$ cat src/vec_alu_pkg.sv
package vec_alu_pkg;

    // ------------------------------------------------------------------
    // Widths
    // ------------------------------------------------------------------
    localparam int data_w    = 128;
    localparam int max_lanes = 16;
    localparam int lane_w    = 32;  // Lanes run sign extended to this width
    localparam int rd_w      = 5;

    // ------------------------------------------------------------------
    // Codes
    // ------------------------------------------------------------------
    typedef enum logic [3:0] {
        op_add    = 4'd0,
        op_sub    = 4'd1,
        op_sll    = 4'd2,
        op_sra    = 4'd3,
        op_xor    = 4'd4,
        op_or     = 4'd5,
        op_and    = 4'd6,
        op_min    = 4'd7,
        op_max    = 4'd8,
        op_cmpeq  = 4'd9,
        op_cmplt  = 4'd10,
        op_cmpltu = 4'd11
    } op_kind_t;

    typedef enum logic [1:0] {
        et_i32 = 2'd0,
        et_i16 = 2'd1,
        et_i8  = 2'd2
    } elem_type_t;

    // ------------------------------------------------------------------
    // Pipeline payloads
    // ------------------------------------------------------------------
    typedef struct packed {
        op_kind_t                          op_kind;
        elem_type_t                        elem_type;
        logic                              vm_enable;
        logic [max_lanes-1:0]              vmask;
        logic                              dest_scalar;
        logic                              illegal;
        logic [rd_w-1:0]                   rd;
        logic [max_lanes-1:0][lane_w-1:0]  a_elem;
        logic [max_lanes-1:0][lane_w-1:0]  b_elem;
    } vec_req_t;

    typedef struct packed {
        logic [max_lanes-1:0][lane_w-1:0]  r_elem;
        logic [max_lanes-1:0]              cmp_mask;
        elem_type_t                        elem_type;
        logic                              dest_scalar;
        logic                              is_cmp;
        logic                              illegal;
        logic [rd_w-1:0]                   rd;
    } vec_lane_res_t;

    typedef struct packed {
        logic [data_w-1:0] data;
        logic [rd_w-1:0]   rd;
        logic              is_scalar;
        logic              err_illegal;
    } vec_wb_t;

    function automatic int elem_bits(elem_type_t et);
        case (et)
            et_i16:  return 16;
            et_i8:   return 8;
            default: return 32;
        endcase
    endfunction

    function automatic int lane_count(elem_type_t et);
        return data_w / elem_bits(et);
    endfunction

endpackage

$ cat src/vec_op_if.sv
`timescale 1ns/1ps

interface vec_op_if
    import vec_alu_pkg::*;
();

    op_kind_t             op_kind;
    elem_type_t           elem_type;
    logic                 vm_enable;
    logic [max_lanes-1:0] vmask;
    logic                 dest_scalar;
    logic                 illegal;    // Unknown op or element type

    modport ctrl (
        output op_kind,
        output elem_type,
        output vm_enable,
        output vmask,
        output dest_scalar,
        output illegal
    );

    modport dp (
        input op_kind,
        input elem_type,
        input vm_enable,
        input vmask,
        input dest_scalar,
        input illegal
    );

endinterface

$ cat src/vec_lane_unpack.sv
`timescale 1ns/1ps

module vec_lane_unpack
    import vec_alu_pkg::*;
(
    vec_op_if.dp              op_bus,
    input  logic [rd_w-1:0]   rd_idx,
    input  logic [data_w-1:0] src_a,
    input  logic [data_w-1:0] src_b,
    output vec_req_t          req
);

    always_comb begin
        req.op_kind     = op_bus.op_kind;
        req.elem_type   = op_bus.elem_type;
        req.vm_enable   = op_bus.vm_enable;
        req.vmask       = op_bus.vmask;
        req.dest_scalar = op_bus.dest_scalar;
        req.illegal     = op_bus.illegal;
        req.rd          = rd_idx;

        req.a_elem = '0;  // Unused upper lanes stay zero
        req.b_elem = '0;

        case (op_bus.elem_type)
            et_i16: begin
                for (int i = 0; i < 8; i++) begin
                    req.a_elem[i] = {{16{src_a[i*16+15]}}, src_a[i*16 +: 16]};
                    req.b_elem[i] = {{16{src_b[i*16+15]}}, src_b[i*16 +: 16]};
                end
            end
            et_i8: begin
                for (int i = 0; i < 16; i++) begin
                    req.a_elem[i] = {{24{src_a[i*8+7]}}, src_a[i*8 +: 8]};
                    req.b_elem[i] = {{24{src_b[i*8+7]}}, src_b[i*8 +: 8]};
                end
            end
            default: begin
                for (int i = 0; i < 4; i++) begin
                    req.a_elem[i] = src_a[i*32 +: 32];
                    req.b_elem[i] = src_b[i*32 +: 32];
                end
            end
        endcase
    end

endmodule

$ cat src/flat_wrapper.sv
// flat-port wrapper written by rule: the top's interface ports become plain ports
module vec_lane_unpack_flat import vec_alu_pkg::*;
  (rd_idx, src_a, src_b, req, op_bus_op_kind, op_bus_elem_type, op_bus_vm_enable, op_bus_vmask, op_bus_dest_scalar, op_bus_illegal);
  vec_op_if op_bus_i ();
  input  logic [rd_w-1:0] rd_idx;
  input  logic [data_w-1:0] src_a;
  input  logic [data_w-1:0] src_b;
  output vec_req_t req;
  input wire logic [$bits(op_bus_i.op_kind)-1:0] op_bus_op_kind;
  input wire logic [$bits(op_bus_i.elem_type)-1:0] op_bus_elem_type;
  input wire logic [$bits(op_bus_i.vm_enable)-1:0] op_bus_vm_enable;
  input wire logic [$bits(op_bus_i.vmask)-1:0] op_bus_vmask;
  input wire logic [$bits(op_bus_i.dest_scalar)-1:0] op_bus_dest_scalar;
  input wire logic [$bits(op_bus_i.illegal)-1:0] op_bus_illegal;
  assign op_bus_i.op_kind = op_bus_op_kind;
  assign op_bus_i.elem_type = op_bus_elem_type;
  assign op_bus_i.vm_enable = op_bus_vm_enable;
  assign op_bus_i.vmask = op_bus_vmask;
  assign op_bus_i.dest_scalar = op_bus_dest_scalar;
  assign op_bus_i.illegal = op_bus_illegal;
  vec_lane_unpack u_core (.op_bus(op_bus_i), .rd_idx(rd_idx), .src_a(src_a), .src_b(src_b), .req(req));
endmodule
$ cat config.mk
export PLATFORM = sky130hd
export DESIGN_NAME = vec_lane_unpack_flat
export DESIGN_NICKNAME = d
export VERILOG_FILES = /design/src/vec_alu_pkg.sv /design/src/vec_op_if.sv /design/src/vec_lane_unpack.sv /design/src/flat_wrapper.sv
export SDC_FILE = /design/constraint.sdc
export NUM_CORES = 1
export LEC_CHECK = 0
export ABC_AREA = 1
export BUFFER_PORTS_ARGS = -buffer_cell sky130_fd_sc_hd__clkbuf_2
export CORE_AREA = 2 2 527 529
export DETAILED_ROUTE_END_ITERATION = 12
export DIE_AREA = 0 0 529 531
export GPL_TIMING_DRIVEN = 0
export PLACE_DENSITY_LB_ADDON = 0.08
export SYNTH_ARGS = -nofsm -noshare
export SYNTH_HDL_FRONTEND = slang
export SYNTH_SLANG_ARGS = --single-unit
$ cat constraint.sdc
create_clock -name vclk -period 3.5
set_clock_uncertainty 0.15 [all_clocks]
set_input_delay 0.7 -clock vclk [all_inputs]
set_output_delay 0.7 -clock vclk [all_outputs]
set_load 0.02 [all_outputs]
==> metrics.txt <==
status complete, no violations; Final ANT Viol Nets 0; worst slew pin tran 0.6645 ns; Final Cycle Share 0.9806; synth unique cells 14; Routed WL per cell 25.36 um; Post-Place Cell Area 21180 um^2; largest net degree at the start of global routing 18; most frequent cells in the layout clkbuf_2, nand2_1, buf_4; fraction of layout cells with a size suffix above 1 0.6286; Peak VDD IR 0.05908 mV; Multi-input gate area 5191 um^2; Critical Setup Path Class in -> out; Synth Area in Compound Gates 0.007881; # DRC 0; vias in the first global route 16990; die width 529 um; Cell Count, Final, Fillers Out 6988; Vias per Instance 2.529; # rows 193; area of the mapped netlist 10160 um^2; yosys warns 0; unrepaired setup endpoints after global routing true; critical path data required time 2.65 ns; multiplexer area fraction after synthesis 0; nature of the critical path endpoint output port; Worst slew margin 0.5570; startpoint types primary input; Net Count, Synth 2275; Fmax 291.4 MHz; Min Clock Period, post-route 3.432 ns; vias post-DR 17670; commonest non-fill, non-tap cell in the layout clkbuf_2; Simple-Gate Fraction of Synth Area 0.4711; # clk buffers 0; Layout area overhead 125.1%; Final HPWL DP 157600 um; gate count after technology mapping 1987; overall routed net length 177200 um; initial antenna violation count 105; Final Hold Violating Endpoints 0; setup TNS 0 ns; num ports 1340; largest family of logic cells by synthesized area buffers and inverters; # setup viols final 0; total power 4.371 mW; Fillers 33050; global-route usage over all layers 0.1186; PortBufs 1298; Placer Congestion 0.7511; Post-Synth XOR/XNOR Area 0; fin area 22880 um^2; core area 275300 um^2; Seq/Total Area, Yosys 0; initial core utilization 0.03691; HP Class in -> out; Hold Buf Count CTS 0; Final nets 3642; first-pass GRT wire length 213000 um; Seq cells 0; crit-path max FO 17; Max Transition Viols Final 0; adder-cell share of the synthesized area 0.002463; initial drt markers 785; Avg Synthesized Cell Area 5.114 um^2; die footprint 280900 um^2; Inst Count DP 6892; die height 531 um; WP data arrival 2.58 ns; GRT Residual Overflow 0; P per Cell Area 191.1 nW/um^2; drt pass-1 iters 5; Max-Cap Viols 0; LEAKAGE 14.03 nW; sequential cell area 0 um^2
-- synthesized netlist by cell type, drive strengths merged --
| master | count | area share |
|---|---|---|
| inv | 133 | 0.049 |
| o21ai | 16 | 0.0079 |
| buf | 647 | 0.46 |
| clkbuf | 25 | 0.0092 |
| nor2 | 2 | 0.0015 |
| nand2 | 886 | 0.33 |
| nand3 | 276 | 0.14 |
| ha | 2 | 0.0025 |
-- critical path, cell delays in order --
cell,delay [ns]
clkbuf_4,0.15
inv_1,0.06
ha_2,0.19
buf_12,0.14
inv_2,0.05
nor2_4,0.13
buf_8,0.27
buf_4,0.26
nand2_1,0.12
nand2_4,0.19
buf_4,0.13
clkbuf_2,0.16
-- power breakdown --
group,switching [mW],internal [mW]
Sequential,0,0
Clock,0,0.000000476
Combinational,3.04,1.33
-- final timing paths --
kind	startpoint	end	slack, ns	cells after the start
hold / removal	op_bus_vmask[12]	req[1043]	1.48	2
setup / recovery	op_bus_elem_type[1]	req[729]	0.07	12
-- metal layers --
metal  up-vias  global-route usage  routed length (um)
met2      1020              0.2023               83470
met1      8242              0.1505               75540
li1       8275                   -                   -
met5         -                   0                 241
met4        40             0.01107                2015
met3        94             0.03606               15940
-- metrics by stage --
| step | hold WS, ns | util | setup WS, ns |
|---|---|---|---|
| 5_1_grt | 1.479 | 0.08287 | -0.002319 |
| 6_report | 1.475 | 0.08310 | 0.06799 |
| 3_5_place_dp | 1.477 | 0.07692 | -1.945 |
| 4_1_cts | 1.478 | 0.08253 | -0.03475 |
| 2_1_floorplan | 1.363 | - | 0.3064 |
| 3_3_place_gp | 1.478 | 0.07690 | -1.913 |
-- area by class of cell --
cell class         instances  share of cell area
repair inverters          24            0.007876
multi-input cells       1183              0.2269
plain buffers            670              0.2237
well taps               3607              0.1973
inverters                133             0.02445
repair buffers          1342              0.3166
diodes                    29            0.003172
-- kinds of logic after synthesis --
logic type                 after synthesis
AOI/OAI and AO/OA                       16
buffers and inverters                  805
adders and majority gates                2
and+or+nand+nor                       1164
-- repair_timing --
action / CTS / global route
gates cloned: 27 / 1
endpoints found under the setup margin: 979 / 104
pin swaps: 5 / 3
setup buffers: 39 / 2
resized for setup: 237 / 16
No activity file was read; power rests on OpenSTA's default activity.
