`src/vec_alu_pkg.sv`:
```
package vec_alu_pkg;

    // ------------------------------------------------------------------
    // Widths
    // ------------------------------------------------------------------
    localparam int data_w    = 128;
    localparam int max_lanes = 16;
    localparam int lane_w    = 32;  // Lanes run sign extended to this width
    localparam int rd_w      = 5;

    // ------------------------------------------------------------------
    // Codes
    // ------------------------------------------------------------------
    typedef enum logic [3:0] {
        op_add    = 4'd0,
        op_sub    = 4'd1,
        op_sll    = 4'd2,
        op_sra    = 4'd3,
        op_xor    = 4'd4,
        op_or     = 4'd5,
        op_and    = 4'd6,
        op_min    = 4'd7,
        op_max    = 4'd8,
        op_cmpeq  = 4'd9,
        op_cmplt  = 4'd10,
        op_cmpltu = 4'd11
    } op_kind_t;

    typedef enum logic [1:0] {
        et_i32 = 2'd0,
        et_i16 = 2'd1,
        et_i8  = 2'd2
    } elem_type_t;

    // ------------------------------------------------------------------
    // Pipeline payloads
    // ------------------------------------------------------------------
    typedef struct packed {
        op_kind_t                          op_kind;
        elem_type_t                        elem_type;
        logic                              vm_enable;
        logic [max_lanes-1:0]              vmask;
        logic                              dest_scalar;
        logic                              illegal;
        logic [rd_w-1:0]                   rd;
        logic [max_lanes-1:0][lane_w-1:0]  a_elem;
        logic [max_lanes-1:0][lane_w-1:0]  b_elem;
    } vec_req_t;

    typedef struct packed {
        logic [max_lanes-1:0][lane_w-1:0]  r_elem;
        logic [max_lanes-1:0]              cmp_mask;
        elem_type_t                        elem_type;
        logic                              dest_scalar;
        logic                              is_cmp;
        logic                              illegal;
        logic [rd_w-1:0]                   rd;
    } vec_lane_res_t;

    typedef struct packed {
        logic [data_w-1:0] data;
        logic [rd_w-1:0]   rd;
        logic              is_scalar;
        logic              err_illegal;
    } vec_wb_t;

    function automatic int elem_bits(elem_type_t et);
        case (et)
            et_i16:  return 16;
            et_i8:   return 8;
            default: return 32;
        endcase
    endfunction

    function automatic int lane_count(elem_type_t et);
        return data_w / elem_bits(et);
    endfunction

endpackage

```
`src/vec_result_pack.sv`:
```
`timescale 1ns/1ps

module vec_result_pack
    import vec_alu_pkg::*;
(
    input  vec_lane_res_t res,
    output vec_wb_t       wb
);

    always_comb begin
        int lanes;

        lanes = lane_count(res.elem_type);

        // Lane 0 sits in the low bits
        wb.data = '0;
        case (res.elem_type)
            et_i16: begin
                for (int i = 0; i < 8; i++) begin
                    wb.data[i*16 +: 16] = res.r_elem[i][15:0];
                end
            end
            et_i8: begin
                for (int i = 0; i < 16; i++) begin
                    wb.data[i*8 +: 8] = res.r_elem[i][7:0];
                end
            end
            default: begin
                for (int i = 0; i < 4; i++) begin
                    wb.data[i*32 +: 32] = res.r_elem[i];
                end
            end
        endcase

        // Scalar compare: one mask bit per lane, rest zero
        if (res.is_cmp && res.dest_scalar) begin
            wb.data = '0;
            for (int i = 0; i < max_lanes; i++) begin
                if (i < lanes) begin
                    wb.data[i] = res.cmp_mask[i];
                end
            end
        end

        if (res.illegal) begin
            wb.data = '0;
        end

        wb.rd          = res.rd;
        wb.is_scalar   = res.dest_scalar;
        wb.err_illegal = res.illegal;
    end

endmodule

```
`config.mk`:
```
export PLATFORM = sky130hd
export DESIGN_NAME = vec_result_pack
export DESIGN_NICKNAME = d
export VERILOG_FILES = /design/src/vec_alu_pkg.sv /design/src/vec_result_pack.sv
export SDC_FILE = /design/constraint.sdc
export NUM_CORES = 1
export LEC_CHECK = 0
export ABC_AREA = 1
export ABC_CLOCK_PERIOD_IN_PS = 2550
export BUFFER_PORTS_ARGS = -buffer_cell sky130_fd_sc_hd__clkbuf_2
export CELL_PAD_IN_SITES_DETAIL_PLACEMENT = 0
export CELL_PAD_IN_SITES_GLOBAL_PLACEMENT = 1
export CORE_AREA = 3 3 258 260
export DETAILED_ROUTE_END_ITERATION = 7
export DIE_AREA = 0 0 261 263
export GPL_ROUTABILITY_DRIVEN = 0
export PLACE_DENSITY_LB_ADDON = 0.1
export SLEW_MARGIN = 20
export SYNTH_ARGS = -nofsm -noshare
export SYNTH_HDL_FRONTEND = slang
export SYNTH_SLANG_ARGS = --single-unit
```
`constraint.sdc`:
```
create_clock -name vclk -period 2.55
set_clock_uncertainty 0.05 [all_clocks]
set_input_delay 0.1275 -clock vclk [all_inputs]
set_output_delay 0.1275 -clock vclk [all_outputs]
set_load 0.01 [all_outputs]
```
==> results.md, run 1 <==
- Result of the run: finished, final reports clean
- Detailed-router iteration count before antenna repair: 4
- Hpwl dp: 30300 µm
- Vias in the first global route: 6822
- Die extent in y: 263 µm
- Part of the power in the clock network: 0%
- Kind of end point of the critical path: primary output
- Initial core utilization: 6.59%
- Proportion of netlist area held by the largest area contributor: 35.8%
- Ratio of final minimum period to clock period: 75.8%
- Number of sequential cells in the layout: 0
- Unique masters post-synth: 23
- Antenna cells: 0
- Post-synth net total: 1410
- Post-detailed-route DRC marker count: 0
- Mean post-synth cell area: 4.89 µm²
- Residual overflow from global routing: 0
- Endpoints failing hold: 0
- # Max-Cap Violations: 0
- CP required: 2.37 ns
- Instance count after placement with tap cells included: 2080
- Port Buffer Count: 407
- Number of clock buffers in the layout: 0
- Number of setup buffers added after CTS: 0
- Detail Route Antenna Nets: 0
- Crit start category: input port
- Global router's overall resource usage: 9.94%
- Number of standard cells in the final layout excluding fillers: 2080
- Net switching component of the power: 0.000938 W
- First-pass GRT wire length: 50900 µm
- I/O pin total: 673
- Internal power consumption: 0.000550 W
- Pin count of the biggest net entering global routing: 59
- Mean routed wirelength per cell: 17.4 µm
- Number of violations reported at the end of detailed-routing iteration 0: 299
- Fill cell instance count of the final layout: 7807
- Slew Viols, Final: 0
- Areal power density over the cells: 209 nW/µm²
- WL final: 36100 µm
- Routed via count: 6514
- Utilization of the core after routing: 11.1%
- Worst min path class: in -> out
- Synth area leaders: sky130_fd_sc_hd__nand2_1 36%, sky130_fd_sc_hd__o21ai_2 15%, sky130_fd_sc_hd__nor2_1 14%, sky130_fd_sc_hd__nor2_2 11%, sky130_fd_sc_hd__buf_12 4.2%
- Initial antenna violation count: 3
- Synthesis-to-layout area growth: 67.9%
- Finish-stage setup viols: 0
- X dimension of the die: 261 µm
- Post-cts sizing count: 0
- # rows: 93
- Crit-path max FO: 41
- FF+latch area: 0 µm²
- Cell type contributing the most total cell area after synthesis: sky130_fd_sc_hd__nand2_1
- Worst setup path category: in -> out
- Layout cell share with drive strength beyond 1: 47.6%
- Total die area: 68600 µm²
- Total of warnings raised by yosys: 0
- NumNets Final: 1769
- Static power due to leakage: 3.81 nW
- Net Sw Frac: 63.1%
- Post-Syn Area: 4240 µm²
- Worst Tran Pin Value: 0.441 ns
- Logic pwr share: 100.0%
- Worst max-slew margin expressed relative to the limit: 70.5%
- Vias per cell: 3.13
- Setup TNS after final layout: 0 ns
- Reg power frac: 0%
- Portion of the post-synthesis area used by sequential elements: 0%
- IR drop worst, VDD: 0.000102 V
- Hold-fix buffers at CTS: 0
- Post-Synthesis Cells: 868
- Placeable core region: 64300 µm²
- Final worst path period need: 1.93 ns
- Maximum operating frequency: 0.517 GHz
- Crit path arrival time: 1.76 ns
- Setup repair after global routing missed its margin: no
-- routing by layer --
metal | global-route usage (%) | wire (µm) | share of wire (%) | vias to the layer above
met5 | 0 | 13 | 0.036 | -
met4 | 0.0150 | 2 | 0.0055 | 2
met3 | 2.41 | 2890 | 8.0 | 2
met2 | 16.7 | 16500 | 46 | 238
met1 | 13.6 | 16700 | 46 | 2892
li1 | - | - | - | 3380
-- Yosys cell counts --
library cell               number
sky130_fd_sc_hd__inv_6          1
sky130_fd_sc_hd__o21ai_0       24
sky130_fd_sc_hd__nand3_1       10
sky130_fd_sc_hd__clkinv_1       1
sky130_fd_sc_hd__clkbuf_2       1
sky130_fd_sc_hd__nand2_1      404
sky130_fd_sc_hd__nand2_8        1
sky130_fd_sc_hd__nor2_2        72
sky130_fd_sc_hd__o21ai_1       13
sky130_fd_sc_hd__buf_2         26
sky130_fd_sc_hd__inv_2          1
sky130_fd_sc_hd__a21oi_1        9
sky130_fd_sc_hd__buf_12         9
sky130_fd_sc_hd__clkbuf_1      12
sky130_fd_sc_hd__buf_8          1
sky130_fd_sc_hd__inv_1         19
sky130_fd_sc_hd__nor2_1       160
sky130_fd_sc_hd__buf_6          3
sky130_fd_sc_hd__nand2_4        1
sky130_fd_sc_hd__buf_4         22
sky130_fd_sc_hd__o21ai_2       73
sky130_fd_sc_hd__nor2_4         1
sky130_fd_sc_hd__ha_1           4
-- final cells by class --
class,count,area [µm²],area share [%]
Inverter,22,92.6,1.30
Multi-Input combinational cell,772,3600,50.6
Tap cell,855,1070,15.0
Timing Repair Buffer,431,2350,33.1
-- layout by cell type, fill, tap and decap left out, types with 10 or more instances in the layout --
cell                       instances
sky130_fd_sc_hd__buf_12           11
sky130_fd_sc_hd__buf_4            13
sky130_fd_sc_hd__clkbuf_2        407
sky130_fd_sc_hd__inv_1            19
sky130_fd_sc_hd__nand2_1         404
sky130_fd_sc_hd__nand3_1          10
sky130_fd_sc_hd__nor2_1          160
sky130_fd_sc_hd__nor2_2           72
sky130_fd_sc_hd__o21ai_0          24
sky130_fd_sc_hd__o21ai_1          13
sky130_fd_sc_hd__o21ai_2          73
-- cells by family after synthesis --
kind of cell,count (synthesis),synth area share [%]
simple gates,649,62.7
compound gates,119,20.5
buf+inv,96,15.6
fa+ha+maj,4,1.18
-- metrics by stage --
stage	instance area, µm²	power [W]	hold WS, ns	worst slack [ns]
global placement	7120	0.00156	0.205	0.527
finish	7120	0.00149	0.205	0.616
CTS	7120	0.00155	0.205	0.531
floorplan	4240	0.000825	0.297	1.14
global route	7120	0.00168	0.205	0.452
detailed placement	7120	0.00155	0.205	0.535
-- path summary, 6_finish.rpt --
check	start	end	slack, ns	depth (start not counted)
setup / recovery	res[8]	wb[14]	0.62	8
hold / removal	res[3]	wb[5]	0.21	0
-- worst max-delay path: stages --
cell                       delay, ns
sky130_fd_sc_hd__clkbuf_2       0.14
sky130_fd_sc_hd__inv_1          0.10
sky130_fd_sc_hd__ha_4           0.29
sky130_fd_sc_hd__inv_6          0.19
sky130_fd_sc_hd__buf_12         0.29
sky130_fd_sc_hd__nand3_1        0.25
sky130_fd_sc_hd__o21ai_1        0.19
sky130_fd_sc_hd__clkbuf_2       0.15
-- power by group through the flow --
stage	Combinational (W)	Sequential, W	Clock [W]
floorplan	0.000825	0	0
global placement	0.00156	0	0
detailed placement	0.00155	0	0
CTS	0.00155	0	0
global route	0.00168	0	0
finish	0.00149	0	0
Power figures use the tool's default switching activity.
==> inputs of run 2 (changes only) <==
ABC_AREA = 0   (was 1)
ABC_CLOCK_PERIOD_IN_PS = 1900   (was 2550)
clock period = 1.9 ns   (was 2.55 ns; I/O delays follow)
==> results.md, run 2 <==
- Result of the run: finished, final reports clean
- Residual overflow from global routing: 0
- Hold_sp: res[4]
- Crit start category: input port
- Number of sequential cells in the layout: 0
- Number of buffers and inverters on the critical path: 5
- Mean post-synth cell area: 6.83 µm²
- FF+latch area: 0 µm²
- Endpoints failing hold: 0
- Synthesis-to-layout area growth: 97.8%
- Kind of end point of the critical path: primary output
- Slew Viols, Final: 0
- Placeable core region: 64300 µm²
- Post-Synthesis Cells: 476
- Cell type contributing the most total cell area after synthesis: sky130_fd_sc_hd__a221oi_1
- # rows: 93
- Slowest cell delay on critical path: 0.47 ns
- Hpwl dp: 30600 µm
- Maximum operating frequency: 0.552 GHz
- Crit path arrival time: 1.67 ns
- Areal power density over the cells: 297 nW/µm²
- Detailed-router iteration count before antenna repair: 4
- Instance count after placement with tap cells included: 1706
- Hold-fix buffers at CTS: 0
- Ratio of final minimum period to clock period: 95.3%
- Largest delay share family, worst path: buffers and inverters
- Unique masters post-synth: 23
- Slack of the critical path: 0.0898 ns
- WL final: 35200 µm
- Routed via count: 5424
- Static power due to leakage: 2.77 nW
- Synth area leaders: sky130_fd_sc_hd__a221oi_1 30%, sky130_fd_sc_hd__nor2b_1 22%, sky130_fd_sc_hd__nor3_1 15%, sky130_fd_sc_hd__nor3_2 6.2%, sky130_fd_sc_hd__buf_2 4.9%
- Setup slack after placement: -0.0760 ns
- Initial antenna violation count: 6
- # Max-Cap Violations: 0
- Post-synth net total: 1018
- Post-Syn Area: 3250 µm²
- Number of clock buffers in the layout: 0
- Worst Tran Pin Value: 0.570 ns
- CP required: 1.75 ns
- Total die area: 68600 µm²
- Most common cell in the synthesized netlist: sky130_fd_sc_hd__nor2b_1
- Mean routed wirelength per cell: 20.6 µm
- Crit-path max FO: 39
- Finish-stage setup viols: 0
- Pin count of the biggest net entering global routing: 62
- Setup repair after global routing missed its margin: no
- Final total power: 0.00191 W
- Initial core utilization: 5.05%
- IR drop worst, VDD: 0.0000698 V
- Proportion of netlist area held by the largest area contributor: 30.2%
- NumNets Final: 1395
- Sink of the worst hold path: wb[6]
- Layout cell share with drive strength beyond 1: 57.1%
- Post-detailed-route DRC marker count: 0
- Portion of the post-synthesis area used by sequential elements: 0%
- Cell with the largest stage delay on the worst path: sky130_fd_sc_hd__a221oi_1
- Global router's overall resource usage: 9.52%
- Total of warnings raised by yosys: 0
- Detail Route Antenna Nets: 0
- Number of standard cells in the final layout excluding fillers: 1710
- Worst min path class: in -> out
- Hold WS: 0.140 ns
- Vias per cell: 3.17
- Commonest non-fill, non-tap cell in the layout: sky130_fd_sc_hd__clkbuf_2
- Vias in the first global route: 5999
- Cell depth of the worst hold path: 0
- Cell Chain, Critical Path: clkbuf_2 > buf_4 > ha_4 > buf_12 > a221oi_1 > buf_4 > nor3_2 > clkbuf_2
- Final worst path period need: 1.81 ns
- Number of violations reported at the end of detailed-routing iteration 0: 207
- First-pass GRT wire length: 47400 µm
- Worst max-slew margin expressed relative to the limit: 62.0%
- Die extent in y: 263 µm
- X dimension of the die: 261 µm
- Commonest cells after routing, fill and taps aside: 407 x sky130_fd_sc_hd__clkbuf_2, 113 x sky130_fd_sc_hd__nor2b_1, 111 x sky130_fd_sc_hd__a221oi_1
- I/O pin total: 673
- Top cells by count, synth: 113 x sky130_fd_sc_hd__nor2b_1, 112 x sky130_fd_sc_hd__a221oi_1, 100 x sky130_fd_sc_hd__nor3_1, 32 x sky130_fd_sc_hd__buf_2, 23 x sky130_fd_sc_hd__clkbuf_1
- Worst setup path category: in -> out
- Port Buffer Count: 407
==> run 2: cell type report <==
| cell class | instances | area (µm²) |
|---|---|---|
| multi-input combinational | 396 | 2810 |
| fill | 7648 | 57900 |
| antenna | 4 | 10.0 |
| inverter | 2 | 7.51 |
| timing repair buffer | 453 | 2530 |
| tap | 855 | 1070 |
==> run 2: per-stage QoR <==
stage | utilization [%] | instance area, µm² | setup TNS, ns
2_1_floorplan | - | 3250 | 0
3_3_place_gp | 9.96 | 6410 | -0.0498
3_5_place_dp | 9.96 | 6410 | -0.0760
4_1_cts | 9.97 | 6420 | 0
5_1_grt | 9.97 | 6420 | 0
6_report | 9.99 | 6430 | 0
==> run 2: cells by family (layout without fill, tap and decap cells) <==
family / count (synthesis) / after routing / share of synthesized area, %
AOI/OAI and AO/OA: 136 / 136 / 36.3
adders and majority gates: 4 / 4 / 1.54
buffers and inverters: 80 / 455 / 14.6
xor gates and xnor gates: 1 / 1 / 0.270
and+or+nand+nor: 255 / 255 / 47.3
other: 0 / 4 / 0
==> run 2: metal layers <==
layer	share of wire, %	GRT usage (%)
met5	0.077	0
met1	41	11.4
met3	12	4.23
met4	0.98	0.749
met2	46	16.3
==> run 2: what timing repair did <==
item,in CTS,in global routing
setup endpoints to repair,1,0
buffers inserted,0,0
gates resized for setup,1,0
==> run 2: report_power, final <==
part | total (W) | internal [W] | switching, W
Clock | 0.000000000189 | 0.000000000189 | 0
Combinational | 0.00191 | 0.000828 | 0.00108
Sequential | 0 | 0 | 0
Total | 0.00191 | 0.000828 | 0.00108
==> run 2: worst max path at each step <==
stage,startpoint,end,cells past startpoint
global placement,res[8],wb[24],8
floorplan,res[8],wb[100],6
CTS,res[8],wb[104],7
global route,res[8],wb[93],8
finish,res[8],wb[49],8
detailed placement,res[8],wb[24],8
