<file path="src/vec_alu_pkg.sv">
package vec_alu_pkg;

    // ------------------------------------------------------------------
    // Widths
    // ------------------------------------------------------------------
    localparam int data_w    = 128;
    localparam int max_lanes = 16;
    localparam int lane_w    = 32;  // Lanes run sign extended to this width
    localparam int rd_w      = 5;

    // ------------------------------------------------------------------
    // Codes
    // ------------------------------------------------------------------
    typedef enum logic [3:0] {
        op_add    = 4'd0,
        op_sub    = 4'd1,
        op_sll    = 4'd2,
        op_sra    = 4'd3,
        op_xor    = 4'd4,
        op_or     = 4'd5,
        op_and    = 4'd6,
        op_min    = 4'd7,
        op_max    = 4'd8,
        op_cmpeq  = 4'd9,
        op_cmplt  = 4'd10,
        op_cmpltu = 4'd11
    } op_kind_t;

    typedef enum logic [1:0] {
        et_i32 = 2'd0,
        et_i16 = 2'd1,
        et_i8  = 2'd2
    } elem_type_t;

    // ------------------------------------------------------------------
    // Pipeline payloads
    // ------------------------------------------------------------------
    typedef struct packed {
        op_kind_t                          op_kind;
        elem_type_t                        elem_type;
        logic                              vm_enable;
        logic [max_lanes-1:0]              vmask;
        logic                              dest_scalar;
        logic                              illegal;
        logic [rd_w-1:0]                   rd;
        logic [max_lanes-1:0][lane_w-1:0]  a_elem;
        logic [max_lanes-1:0][lane_w-1:0]  b_elem;
    } vec_req_t;

    typedef struct packed {
        logic [max_lanes-1:0][lane_w-1:0]  r_elem;
        logic [max_lanes-1:0]              cmp_mask;
        elem_type_t                        elem_type;
        logic                              dest_scalar;
        logic                              is_cmp;
        logic                              illegal;
        logic [rd_w-1:0]                   rd;
    } vec_lane_res_t;

    typedef struct packed {
        logic [data_w-1:0] data;
        logic [rd_w-1:0]   rd;
        logic              is_scalar;
        logic              err_illegal;
    } vec_wb_t;

    function automatic int elem_bits(elem_type_t et);
        case (et)
            et_i16:  return 16;
            et_i8:   return 8;
            default: return 32;
        endcase
    endfunction

    function automatic int lane_count(elem_type_t et);
        return data_w / elem_bits(et);
    endfunction

endpackage

</file>
<file path="src/vec_op_if.sv">
`timescale 1ns/1ps

interface vec_op_if
    import vec_alu_pkg::*;
();

    op_kind_t             op_kind;
    elem_type_t           elem_type;
    logic                 vm_enable;
    logic [max_lanes-1:0] vmask;
    logic                 dest_scalar;
    logic                 illegal;    // Unknown op or element type

    modport ctrl (
        output op_kind,
        output elem_type,
        output vm_enable,
        output vmask,
        output dest_scalar,
        output illegal
    );

    modport dp (
        input op_kind,
        input elem_type,
        input vm_enable,
        input vmask,
        input dest_scalar,
        input illegal
    );

endinterface

</file>
<file path="src/vec_alu_ctrl.sv">
`timescale 1ns/1ps

module vec_alu_ctrl
    import vec_alu_pkg::*;
(
    input  logic [3:0]           op,
    input  logic [1:0]           elem_type,
    input  logic                 vm_enable,
    input  logic [max_lanes-1:0] vmask,
    input  logic                 dest_scalar,
    vec_op_if.ctrl               op_bus
);

    logic       op_bad;
    logic       type_bad;
    op_kind_t   op_dec;
    elem_type_t type_dec;

    // Op field, codes 12..15 are unused
    always_comb begin
        op_bad = 1'b0;
        case (op)
            4'd0:  op_dec = op_add;
            4'd1:  op_dec = op_sub;
            4'd2:  op_dec = op_sll;
            4'd3:  op_dec = op_sra;
            4'd4:  op_dec = op_xor;
            4'd5:  op_dec = op_or;
            4'd6:  op_dec = op_and;
            4'd7:  op_dec = op_min;
            4'd8:  op_dec = op_max;
            4'd9:  op_dec = op_cmpeq;
            4'd10: op_dec = op_cmplt;
            4'd11: op_dec = op_cmpltu;
            default: begin
                op_dec = op_add;
                op_bad = 1'b1;
            end
        endcase
    end

    always_comb begin
        type_bad = 1'b0;
        case (elem_type)
            2'd0:    type_dec = et_i32;
            2'd1:    type_dec = et_i16;
            2'd2:    type_dec = et_i8;
            default: begin
                type_dec = et_i32;  // Code 3 has no lanes
                type_bad = 1'b1;
            end
        endcase
    end

    assign op_bus.op_kind     = op_dec;
    assign op_bus.elem_type   = type_dec;
    assign op_bus.illegal     = op_bad || type_bad;
    assign op_bus.vm_enable   = vm_enable && !(op_bad || type_bad);
    assign op_bus.vmask       = vmask;
    assign op_bus.dest_scalar = dest_scalar;

endmodule

</file>
<file path="src/flat_wrapper.sv">
// flat-port wrapper written by rule: the top's interface ports become plain ports
module vec_alu_ctrl_flat import vec_alu_pkg::*;
  (op, elem_type, vm_enable, vmask, dest_scalar, op_bus_op_kind, op_bus_elem_type, op_bus_vm_enable, op_bus_vmask, op_bus_dest_scalar, op_bus_illegal);
  vec_op_if op_bus_i ();
  input  logic [3:0] op;
  input  logic [1:0] elem_type;
  input  logic vm_enable;
  input  logic [max_lanes-1:0] vmask;
  input  logic dest_scalar;
  output wire logic [$bits(op_bus_i.op_kind)-1:0] op_bus_op_kind;
  output wire logic [$bits(op_bus_i.elem_type)-1:0] op_bus_elem_type;
  output wire logic [$bits(op_bus_i.vm_enable)-1:0] op_bus_vm_enable;
  output wire logic [$bits(op_bus_i.vmask)-1:0] op_bus_vmask;
  output wire logic [$bits(op_bus_i.dest_scalar)-1:0] op_bus_dest_scalar;
  output wire logic [$bits(op_bus_i.illegal)-1:0] op_bus_illegal;
  assign op_bus_op_kind = op_bus_i.op_kind;
  assign op_bus_elem_type = op_bus_i.elem_type;
  assign op_bus_vm_enable = op_bus_i.vm_enable;
  assign op_bus_vmask = op_bus_i.vmask;
  assign op_bus_dest_scalar = op_bus_i.dest_scalar;
  assign op_bus_illegal = op_bus_i.illegal;
  vec_alu_ctrl u_core (.op(op), .elem_type(elem_type), .vm_enable(vm_enable), .vmask(vmask), .dest_scalar(dest_scalar), .op_bus(op_bus_i));
endmodule
</file>
<file path="config.mk">
export PLATFORM = sky130hd
export DESIGN_NAME = vec_alu_ctrl_flat
export DESIGN_NICKNAME = d
export VERILOG_FILES = /design/src/vec_alu_pkg.sv /design/src/vec_op_if.sv /design/src/vec_alu_ctrl.sv /design/src/flat_wrapper.sv
export SDC_FILE = /design/constraint.sdc
export NUM_CORES = 1
export LEC_CHECK = 0
export BUFFER_PORTS_ARGS = -buffer_cell sky130_fd_sc_hd__buf_2
export CORE_AREA = 2 2 39 41
export DETAILED_ROUTE_END_ITERATION = 8
export DIE_AREA = 0 0 41 43
export PLACE_DENSITY = 0.59
export SLEW_MARGIN = 20
export SYNTH_ARGS = -nofsm -noshare
export SYNTH_HDL_FRONTEND = slang
export SYNTH_SLANG_ARGS = --single-unit
</file>
<file path="constraint.sdc">
create_clock -name vclk -period 0.8
set_clock_uncertainty 0.1 [all_clocks]
set_input_delay 0.16 -clock vclk [all_inputs]
set_output_delay 0.16 -clock vclk [all_outputs]
set_load 0.005 [all_outputs]
</file>
==> summary.txt, run 1 <==
Pwr
  • Pwr Density: between 400 and 500 nW/µm²
  • Peak supply drop: 0.0550 mV
  • Leak pwr: ~0.12 nW
  • Overall power consumption: around 0.00011 W

GRT
  • Initial antenna violation count: 0
  • First-pass GRT wire length: approximately 380 µm
  • GRT overflow: 0
  • Tot GR Track Use: 0.0280
  • Vias in the first global route: approximately 120
  • Largest net degree at the start of global routing: 5

Floorplan
  • Die Y: between 40 and 50 µm
  • IO Pins: 49
  • Die X: 41 µm
  • Number of cell rows: 14
  • Core box area: 1380 µm²
  • Initial cell density of the core: 0.138
  • Total Die Area: 1760 µm²

STA
  • Max Clock Freq: approximately 1200 MHz
  • Slew @ Worst Pin: ~0.067 ns
  • Unrepaired setup endpoints after global routing: true
  • Hold violation count in the final report: 0
  • # setup viols final: 4
  • Final WS setup: -0.0425 ns
  • Final worst hold slack: around 0.22 ns
  • Setup Total Neg Slack: -0.0845 ns
  • Rel. slew slack: 0.955
  • Min Tclk post-route: 0.842 ns
  • Crit share post-route: 1.05
  • Max-slew violations: 0

Finish
  • Layout Nets: a little over 50
  • Reg area: 0 µm²
  • Cell area after layout: ~230 µm²
  • Clkbuf count: 0
  • Share of layout cells above drive strength 1: 0.840
  • # diodes: 0
  • Area delta synth->final: 20.9%
  • Non-filler cells in the finished layout: just over 40
  • Seq_cells: 0

Synth
  • Synth area leaders: buf_4, and2b_2, and2_1
  • Synthesized instance count: 27
  • YS warnings: 0
  • Unique masters post-synth: 8
  • Most frequent cell after synthesis: buf_4
  • Register area share after synthesis: 0
  • Commonest cells post-synth: buf_4, and2_1, and2b_2, nand2_1
  • Syn nets: 51
  • Yosys top cell area share: 0.667
  • Post-synth top area cell: buf_4
  • Mapped Area: roughly 190 µm²
  • Mapped Avg Cell Area: 7.09 µm²

Drt
  • # DRC: 0
  • Via density: between 3 and 4
  • Initial DRC Count: 0
  • Final WL: between 300 and 400 µm
  • WL per Instance: 8.10 µm
  • DR vias: between 100 and 150
  • DR pass1 iterations: 1
  • Detail Route Antenna Nets: 0

Critical path
  • Worst setup SP type: input port
  • Critical path class: input port to primary output
  • Crit. End Element: primary output
  • Crit Path Max Fanout: 4
  • WP data required: ~0.54 ns
  • WP data arrival: 0.58 ns

Outcome
  • Run status: complete, but fails checks
  • Failing checks: negative setup slack

Hold path
  • Worst hold path stage count: 0
  • Worst min path class: input port to primary output

Flow run
  • Max-cap viol count: 0

Placement
  • IO buf count: 15
  • Routability Congestion: between 0.4 and 0.5
  • Placed cell area: 159 µm²
  • Placed Cells incl. Taps: between 40 and 50

Clock tree
  • # hold bufs at CTS: 0
## per-layer routing
metal	GRT usage	routed length, µm	vias to the layer above
met1	0	60	57
li1	-	-	61
met3	0.0262	93	0
met4	0.00667	0	0
met5	0	0	-
met2	0.0688	179	22
## worst paths after layout
| path | from | to | slack [ns] |
|---|---|---|---|
| worst max-delay path | op[2] | op_bus_vm_enable | -0.04 |
| worst min-delay path | vmask[11] | op_bus_vmask[11] | 0.22 |
## through the flow
stage | setup WS [ns] | util
floorplan | 0.160 | -
global placement | -0.0529 | 0.115
detailed placement | -0.0837 | 0.115
CTS | -0.0480 | 0.152
global route | -0.0663 | 0.167
finish | -0.0425 | 0.167
## kinds of logic (layout without fill, tap and decap cells)
group / after synthesis / count (layout) / share of synthesized area
buf+inv: 17 / 15 / 0.667
simple gates: 10 / 10 / 0.333
## worst max-delay path: stages
cell     delay, ns
buf_8         0.10
nand2_4       0.07
and3_4        0.17
buf_6         0.08
## where the power goes
| group | total (W) | switching [W] | internal [W] | leakage (nW) |
|---|---|---|---|---|
| Sequential | 0 | 0 | 0 | 0 |
| Combinational | 0.000113 | 0.0000348 | 0.0000784 | 0.124 |
| Clock | 0 | 0 | 0 | 0 |
## timing repair
| item | 4_1_cts | 5_1_grt |
|---|---|---|
| pin swaps | 4 | 3 |
| setup endpoints to repair | 5 | 6 |
| gates resized for setup | 10 | 4 |
| endpoints found under the hold margin | 0 | 0 |
| setup buffers | 0 | 0 |
## layout by cell type (no fill, tap or decap), types with 2 or more instances in the layout
cell type	count
buf_6	6
buf_8	2
buf_2	7
and2b_2	2
## final cells by class
class / instances / area, µm²
tap: 16 / 20.0
timing repair buffer: 15 / 133
fill: 148 / 1150
multi-input combinational: 10 / 78.8
Note: power is estimated with default switching activity, not from simulation.
==> inputs of run 2 (changes only) <==
Settings changed: CELL_PAD_IN_SITES_DETAIL_PLACEMENT set to 1, CELL_PAD_IN_SITES_GLOBAL_PLACEMENT set to 2, CORE_AREA 2 2 39 41 to unset, CORE_MARGIN set to 1, CORE_UTILIZATION set to 10, DIE_AREA 0 0 41 43 to unset, PLACE_DENSITY 0.59 to 0.95.
==> run 2 against run 1 <==
Net effect:
- the flow still finishes with violations (negative setup slack)
- worst setup slack better by 0.021 ns
- via count is 9.3% lower
- fmax is 2.6% higher
- critical path depth is 1 lower
- largest power group unchanged
- final cell count is 22% higher
- core utilization is 4.5 points lower
- sequential cell count stayed put
- die area is 19% higher
- total power is 16% lower
==> summary.txt, run 2 (synthesized netlist as in run 1, its figures left out) <==
STA
  • Hold violation count in the final report: 0 (unchanged)
  • Crit share post-route: 1.03 (-0.0263)
  • Final WS setup: -0.0214 ns (+0.0211 ns)
  • Slew @ Worst Pin: 0.0728 ns (+0.00545 ns)
  • Unrepaired setup endpoints after global routing: true
  • Max Clock Freq: 1220 MHz (+2.6%)
  • Min Tclk post-route: 0.821 ns (-0.0211 ns)
  • # setup viols final: 3 (-1)
  • Setup Total Neg Slack: -0.0554 ns (+0.0291 ns)
  • Rel. slew slack: 0.951 (-0.00364)
  • Max-slew violations: 0 (unchanged)

GRT
  • GRT overflow: 0 (unchanged)
  • Initial antenna violation count: 0 (unchanged)
  • Vias in the first global route: 128 (+3.2%)
  • First-pass GRT wire length: 607 µm (+60%)
  • Tot GR Track Use: 0.0381 (+0.0102)
  • Largest net degree at the start of global routing: 5 (unchanged)

Drt
  • Initial DRC Count: 0 (unchanged)
  • # DRC: 0 (unchanged)
  • DR vias: 127 (-9.3%)
  • WL per Instance: 7.66 µm (-5.4%)
  • Detail Route Antenna Nets: 0 (unchanged)
  • DR pass1 iterations: 1 (unchanged)
  • Via density: 2.54 (-26%)
  • Final WL: 383 µm (+15%)

Critical path
  • Crit. Startpoint: op[3]
  • WP data required: 0.54 ns (about the same)
  • Crit. End Element: primary output
  • WP data arrival: 0.56 ns (-0.02 ns)
  • Worst setup SP type: input port
  • Crit Path Max Fanout: 3 (-1)
  • Critical Path Sink: op_bus_op_kind[2]
  • Critical path class: input port to primary output

Finish
  • Commonest non-fill, non-tap cell in the layout: buf_2
  • # diodes: 0 (unchanged)
  • Non-filler cells in the finished layout: 50 (+22%)
  • Cell area after layout: 216 µm² (-6.5%)
  • Most frequent cells in the layout: buf_2, buf_6, and2_1, and2b_2, buf_8
  • Clkbuf count: 0 (unchanged)
  • Seq_cells: 0 (unchanged)
  • Share of layout cells above drive strength 1: 0.760 (-0.0800)
  • Reg area: 0 µm² (unchanged)
  • Area delta synth->final: 13.1%
  • Filler Cells Inserted: 226 (+53%)
  • Post-layout util: 0.123 (-0.0446)
  • Layout Nets: 51 (unchanged)

Pwr
  • Pwr Density: 441 nW/µm² (-9.9%)
  • Peak supply drop: 0.0889 mV (+62%)
  • Leak pwr: 0.118 nW (-4.9%)

Clock tree
  • Post-CTS setup buffers: 0 (unchanged)
  • # hold bufs at CTS: 0 (unchanged)

Placement
  • Placed Cells incl. Taps: 50 (+22%)
  • Worst Setup Slack post-DPL: -0.0636 ns (+0.0201 ns)
  • Post-DP HPWL: around 310 µm
  • Routability Congestion: 0.624 (+49%)
  • IO buf count: 15 (unchanged)
  • Placed cell area: 170 µm² (+7.1%)

Floorplan
  • Total Die Area: 2090 µm² (+19%)
  • Die Y: 45.8 µm (+6.4%)
  • Die X: 45.8 µm (+12%)
  • IO Pins: 49 (unchanged)
  • Number of cell rows: 15 (+1)
  • Core box area: 1760 µm² (+27%)
  • Initial cell density of the core: 0.109 (-0.0298)

Hold path
  • Worst min path class: input port to primary output

Outcome
  • Run status: complete, but fails checks
  • Failing checks: negative setup slack

Flow run
  • Max-cap viol count: 0 (unchanged)
[run 2: how the worst min path moves through the flow]
stage	depth (start not counted)	slack (ns)	endpoint	start
6_report	0	0.22	op_bus_vmask[11]	vmask[11]
5_1_grt	0	0.22	op_bus_vmask[2]	vmask[2]
4_1_cts	0	0.22	op_bus_vmask[12]	vmask[12]
3_5_place_dp	0	0.22	op_bus_vmask[12]	vmask[12]
3_3_place_gp	0	0.22	op_bus_vmask[12]	vmask[12]
2_1_floorplan	1	0.25	op_bus_elem_type[0]	elem_type[1]
[run 2: what timing repair did]
item	4_1_cts	5_1_grt
endpoints found under the setup margin	6	6
gates resized for setup	9	0
pin swaps	4	0
[run 2: area by class of cell]
class                           count  area (µm²)  share of cell area
Multi-Input combinational cell     10        71.3               0.329
Tap cell                           25        31.3               0.145
Timing Repair Buffer               15         114               0.526
[run 2: through the flow]
step | hold slack (ns) | total power [W]
after floorplan | 0.250 | 0.0000957
after global placement | 0.220 | 0.0000697
after detailed placement | 0.220 | 0.0000721
after CTS | 0.220 | 0.0000966
after global routing | 0.220 | 0.000105
final | 0.220 | 0.0000954
[run 2: per-layer routing]
metal	share of wire	global-route usage	wire [µm]
met3	0.084	0.00794	32
met1	0.30	0.0424	115
met4	0	0.00588	0
met5	0	0	0
met2	0.62	0.0743	236
[run 2: worst max-delay path, stage by stage]
cell,delay (ns)
buf_8,0.08
and2b_2,0.21
buf_6,0.11
[run 2: where the power goes]
part / leakage (nW) / internal [W] / switching [W]
combinational: 0.118 / 0.0000627 / 0.0000327
sequential: 0 / 0 / 0
clock: 0 / 0 / 0
total: 0.118 / 0.0000627 / 0.0000327
==> inputs of run 3 (changes only) <==
Clock period 0.8 ns to 0.9 ns, I/O delays scaled along.
==> run 3 against run 2 <==
Net effect:
- the flow now finishes without violations
- non-clock buffer count stayed put
- die area is the same
- sequential share of layout area unchanged
- sequential cell count unchanged
- worst hold slack gained 0.040 ns
- critical path depth increased by 1
- total power is 17% lower
- via count down 2.4%
- routed wire length rose by 8.9%
- first-iteration DRC count is 1 higher
- core utilization down 0.78 points
==> summary.txt, run 3 (synthesized netlist as in run 1, its figures left out) <==
Drt
  • Initial DRC Count: 1 (+1)
  • WL per Instance: 8.34 µm (+8.9%)
  • Top Layer Used: met3
  • DR vias: 124 (-2.4%)
  • Final WL: 417 µm (+8.9%)
  • DR pass1 iterations: 2 (+1)
  • Via density: 2.48 (-2.4%)
  • # DRC: 0 (unchanged)
  • Met3 wire len: 32 µm (unchanged)
  • Wl on met1: 113 µm (-1.7%)
  • Detail Route Antenna Nets: 0 (unchanged)
  • Metal2 WL: 270 µm (+14%)

Finish
  • Most frequent cells in the layout: buf_2, buf_6, and2_1, and2b_2
  • Cell area after layout: 203 µm² (-6.4%)
  • Share of layout cells above drive strength 1: 0.760 (unchanged)
  • # diodes: 0 (unchanged)
  • Commonest non-fill, non-tap cell in the layout: buf_2
  • Layout Nets: 51 (unchanged)
  • Reg area: 0 µm² (unchanged)
  • Clkbuf count: 0 (unchanged)
  • Area delta synth->final: 5.88%
  • Seq_cells: 0 (unchanged)
  • Post-layout util: 0.115 (-0.00780)

STA
  • Crit share post-route: 0.977
  • Min Tclk post-route: a little under 0.9 ns
  • Max-slew violations: 0 (unchanged)
  • # setup viols final: 0 (-3)
  • Rel. slew slack: 0.954 (+0.00249)
  • Slew @ Worst Pin: 0.0691 ns (-0.00373 ns)
  • Hold violation count in the final report: 0 (unchanged)
  • Final worst hold slack: 0.260 ns (+0.0400 ns)
  • Max Clock Freq: 1140 MHz

Floorplan
  • Number of cell rows: 15 (unchanged)
  • Die X: 45.8 µm (unchanged)
  • Total Die Area: 2090 µm² (unchanged)
  • IO Pins: 49 (unchanged)
  • Core box area: 1760 µm² (unchanged)
  • Die Y: 45.8 µm (unchanged)
  • Initial cell density of the core: 0.109 (unchanged)

Hold path
  • Worst min path class: input port to primary output
  • Hold path startpoint: vmask[11]

Pwr
  • Peak supply drop: 0.0791 mV (-11%)
  • Internal power: 0.0000496 W (-21%)
  • Reg power frac: 0 (unchanged)
  • Leak pwr: 0.114 nW (-3.4%)
  • Overall power consumption: 0.0000790 W (-17%)
  • Sw Ratio: 0.372 (+0.0288)
  • Gate power share: 1.000 (about the same)
  • Pwr Density: 390 nW/µm² (-12%)
  • Clock share of power: 0 (unchanged)
  • Psw: 0.0000294 W (-10%)

Critical path
  • Crit Path Max Fanout: 4 (+1)
  • Critical path class: input port to primary output
  • Worst setup SP type: input port
  • WP data arrival: 0.60 ns (+0.04 ns)
  • Crit. End Element: primary output
  • Crit. Startpoint: op[3]
  • WP data required: 0.62 ns (+0.08 ns)

Outcome
  • Run status: complete, no violations

Clock tree
  • # hold bufs at CTS: 0 (unchanged)
  • Post-CTS setup buffers: 0 (unchanged)

GRT
  • First-pass GRT wire length: 593 µm (-2.3%)
  • Largest net degree at the start of global routing: 5 (unchanged)
  • GRT overflow: 0 (unchanged)
  • Initial antenna violation count: 0 (unchanged)
  • Vias in the first global route: 145 (+13%)
  • Tot GR Track Use: 0.0373 (-0.000812)

Placement
  • Placed cell area: 170 µm² (unchanged)
  • IO buf count: 15 (unchanged)
  • Routability Congestion: 0.624 (about the same)

Flow run
  • Max-cap viol count: 0 (unchanged)
## run 3: cell types whose count changed in the layout (fill, tap and decap cells not counted)
cell	before	now
buf_6	3	4
buf_2	10	11
buf_8	2	0
## run 3: stage by stage
| stage | std cells | setup WS [ns] | TNS, ns |
|---|---|---|---|
| after CTS | 50 | 0.00371 | 0 |
| after global routing | 50 | -0.000663 | -0.000663 |
| final | 50 | 0.0209 | 0 |
| after floorplan | 27 | 0.220 | 0 |
| after global placement | 50 | -0.00491 | -0.00491 |
| after detailed placement | 50 | -0.0214 | -0.0485 |
## run 3: final cells by class
cell class	instances	area, µm²
multi-input combinational	10	71.3
fill	226	1560
timing repair buffer	15	100
tap	25	31.3
## run 3: what timing repair did
action,CTS,global route
pin swaps,1,0
gates resized for setup,5,1
setup endpoints to repair,4,2
gates cloned,0,0
## run 3: power by group through the flow
| stage | clock network, W | logic [W] | registers [W] |
|---|---|---|---|
| after floorplan | 0 | 0.0000851 | 0 |
| after global placement | 0 | 0.0000622 | 0 |
| after detailed placement | 0 | 0.0000662 | 0 |
| after CTS | 0 | 0.0000784 | 0 |
| after global routing | 0 | 0.0000866 | 0 |
| final | 0 | 0.0000790 | 0 |
## run 3: path summary, 6_finish.rpt
path / to / slack (ns) / cells after the start
max: op_bus_vm_enable / 0.02 / 4
min: op_bus_vmask[11] / 0.26 / 0
## run 3: critical path, cell delays in order
cell,delay [ns]
buf_6,0.10
nand2_4,0.06
and3_1,0.15
buf_2,0.11
## run 3: routing by layer
layer | GRT usage | vias up
met1 | 0.0306 | 62
met4 | 0.00588 | 0
met5 | 0 | -
met2 | 0.0857 | 1
li1 | - | 61
met3 | 0.00794 | 0
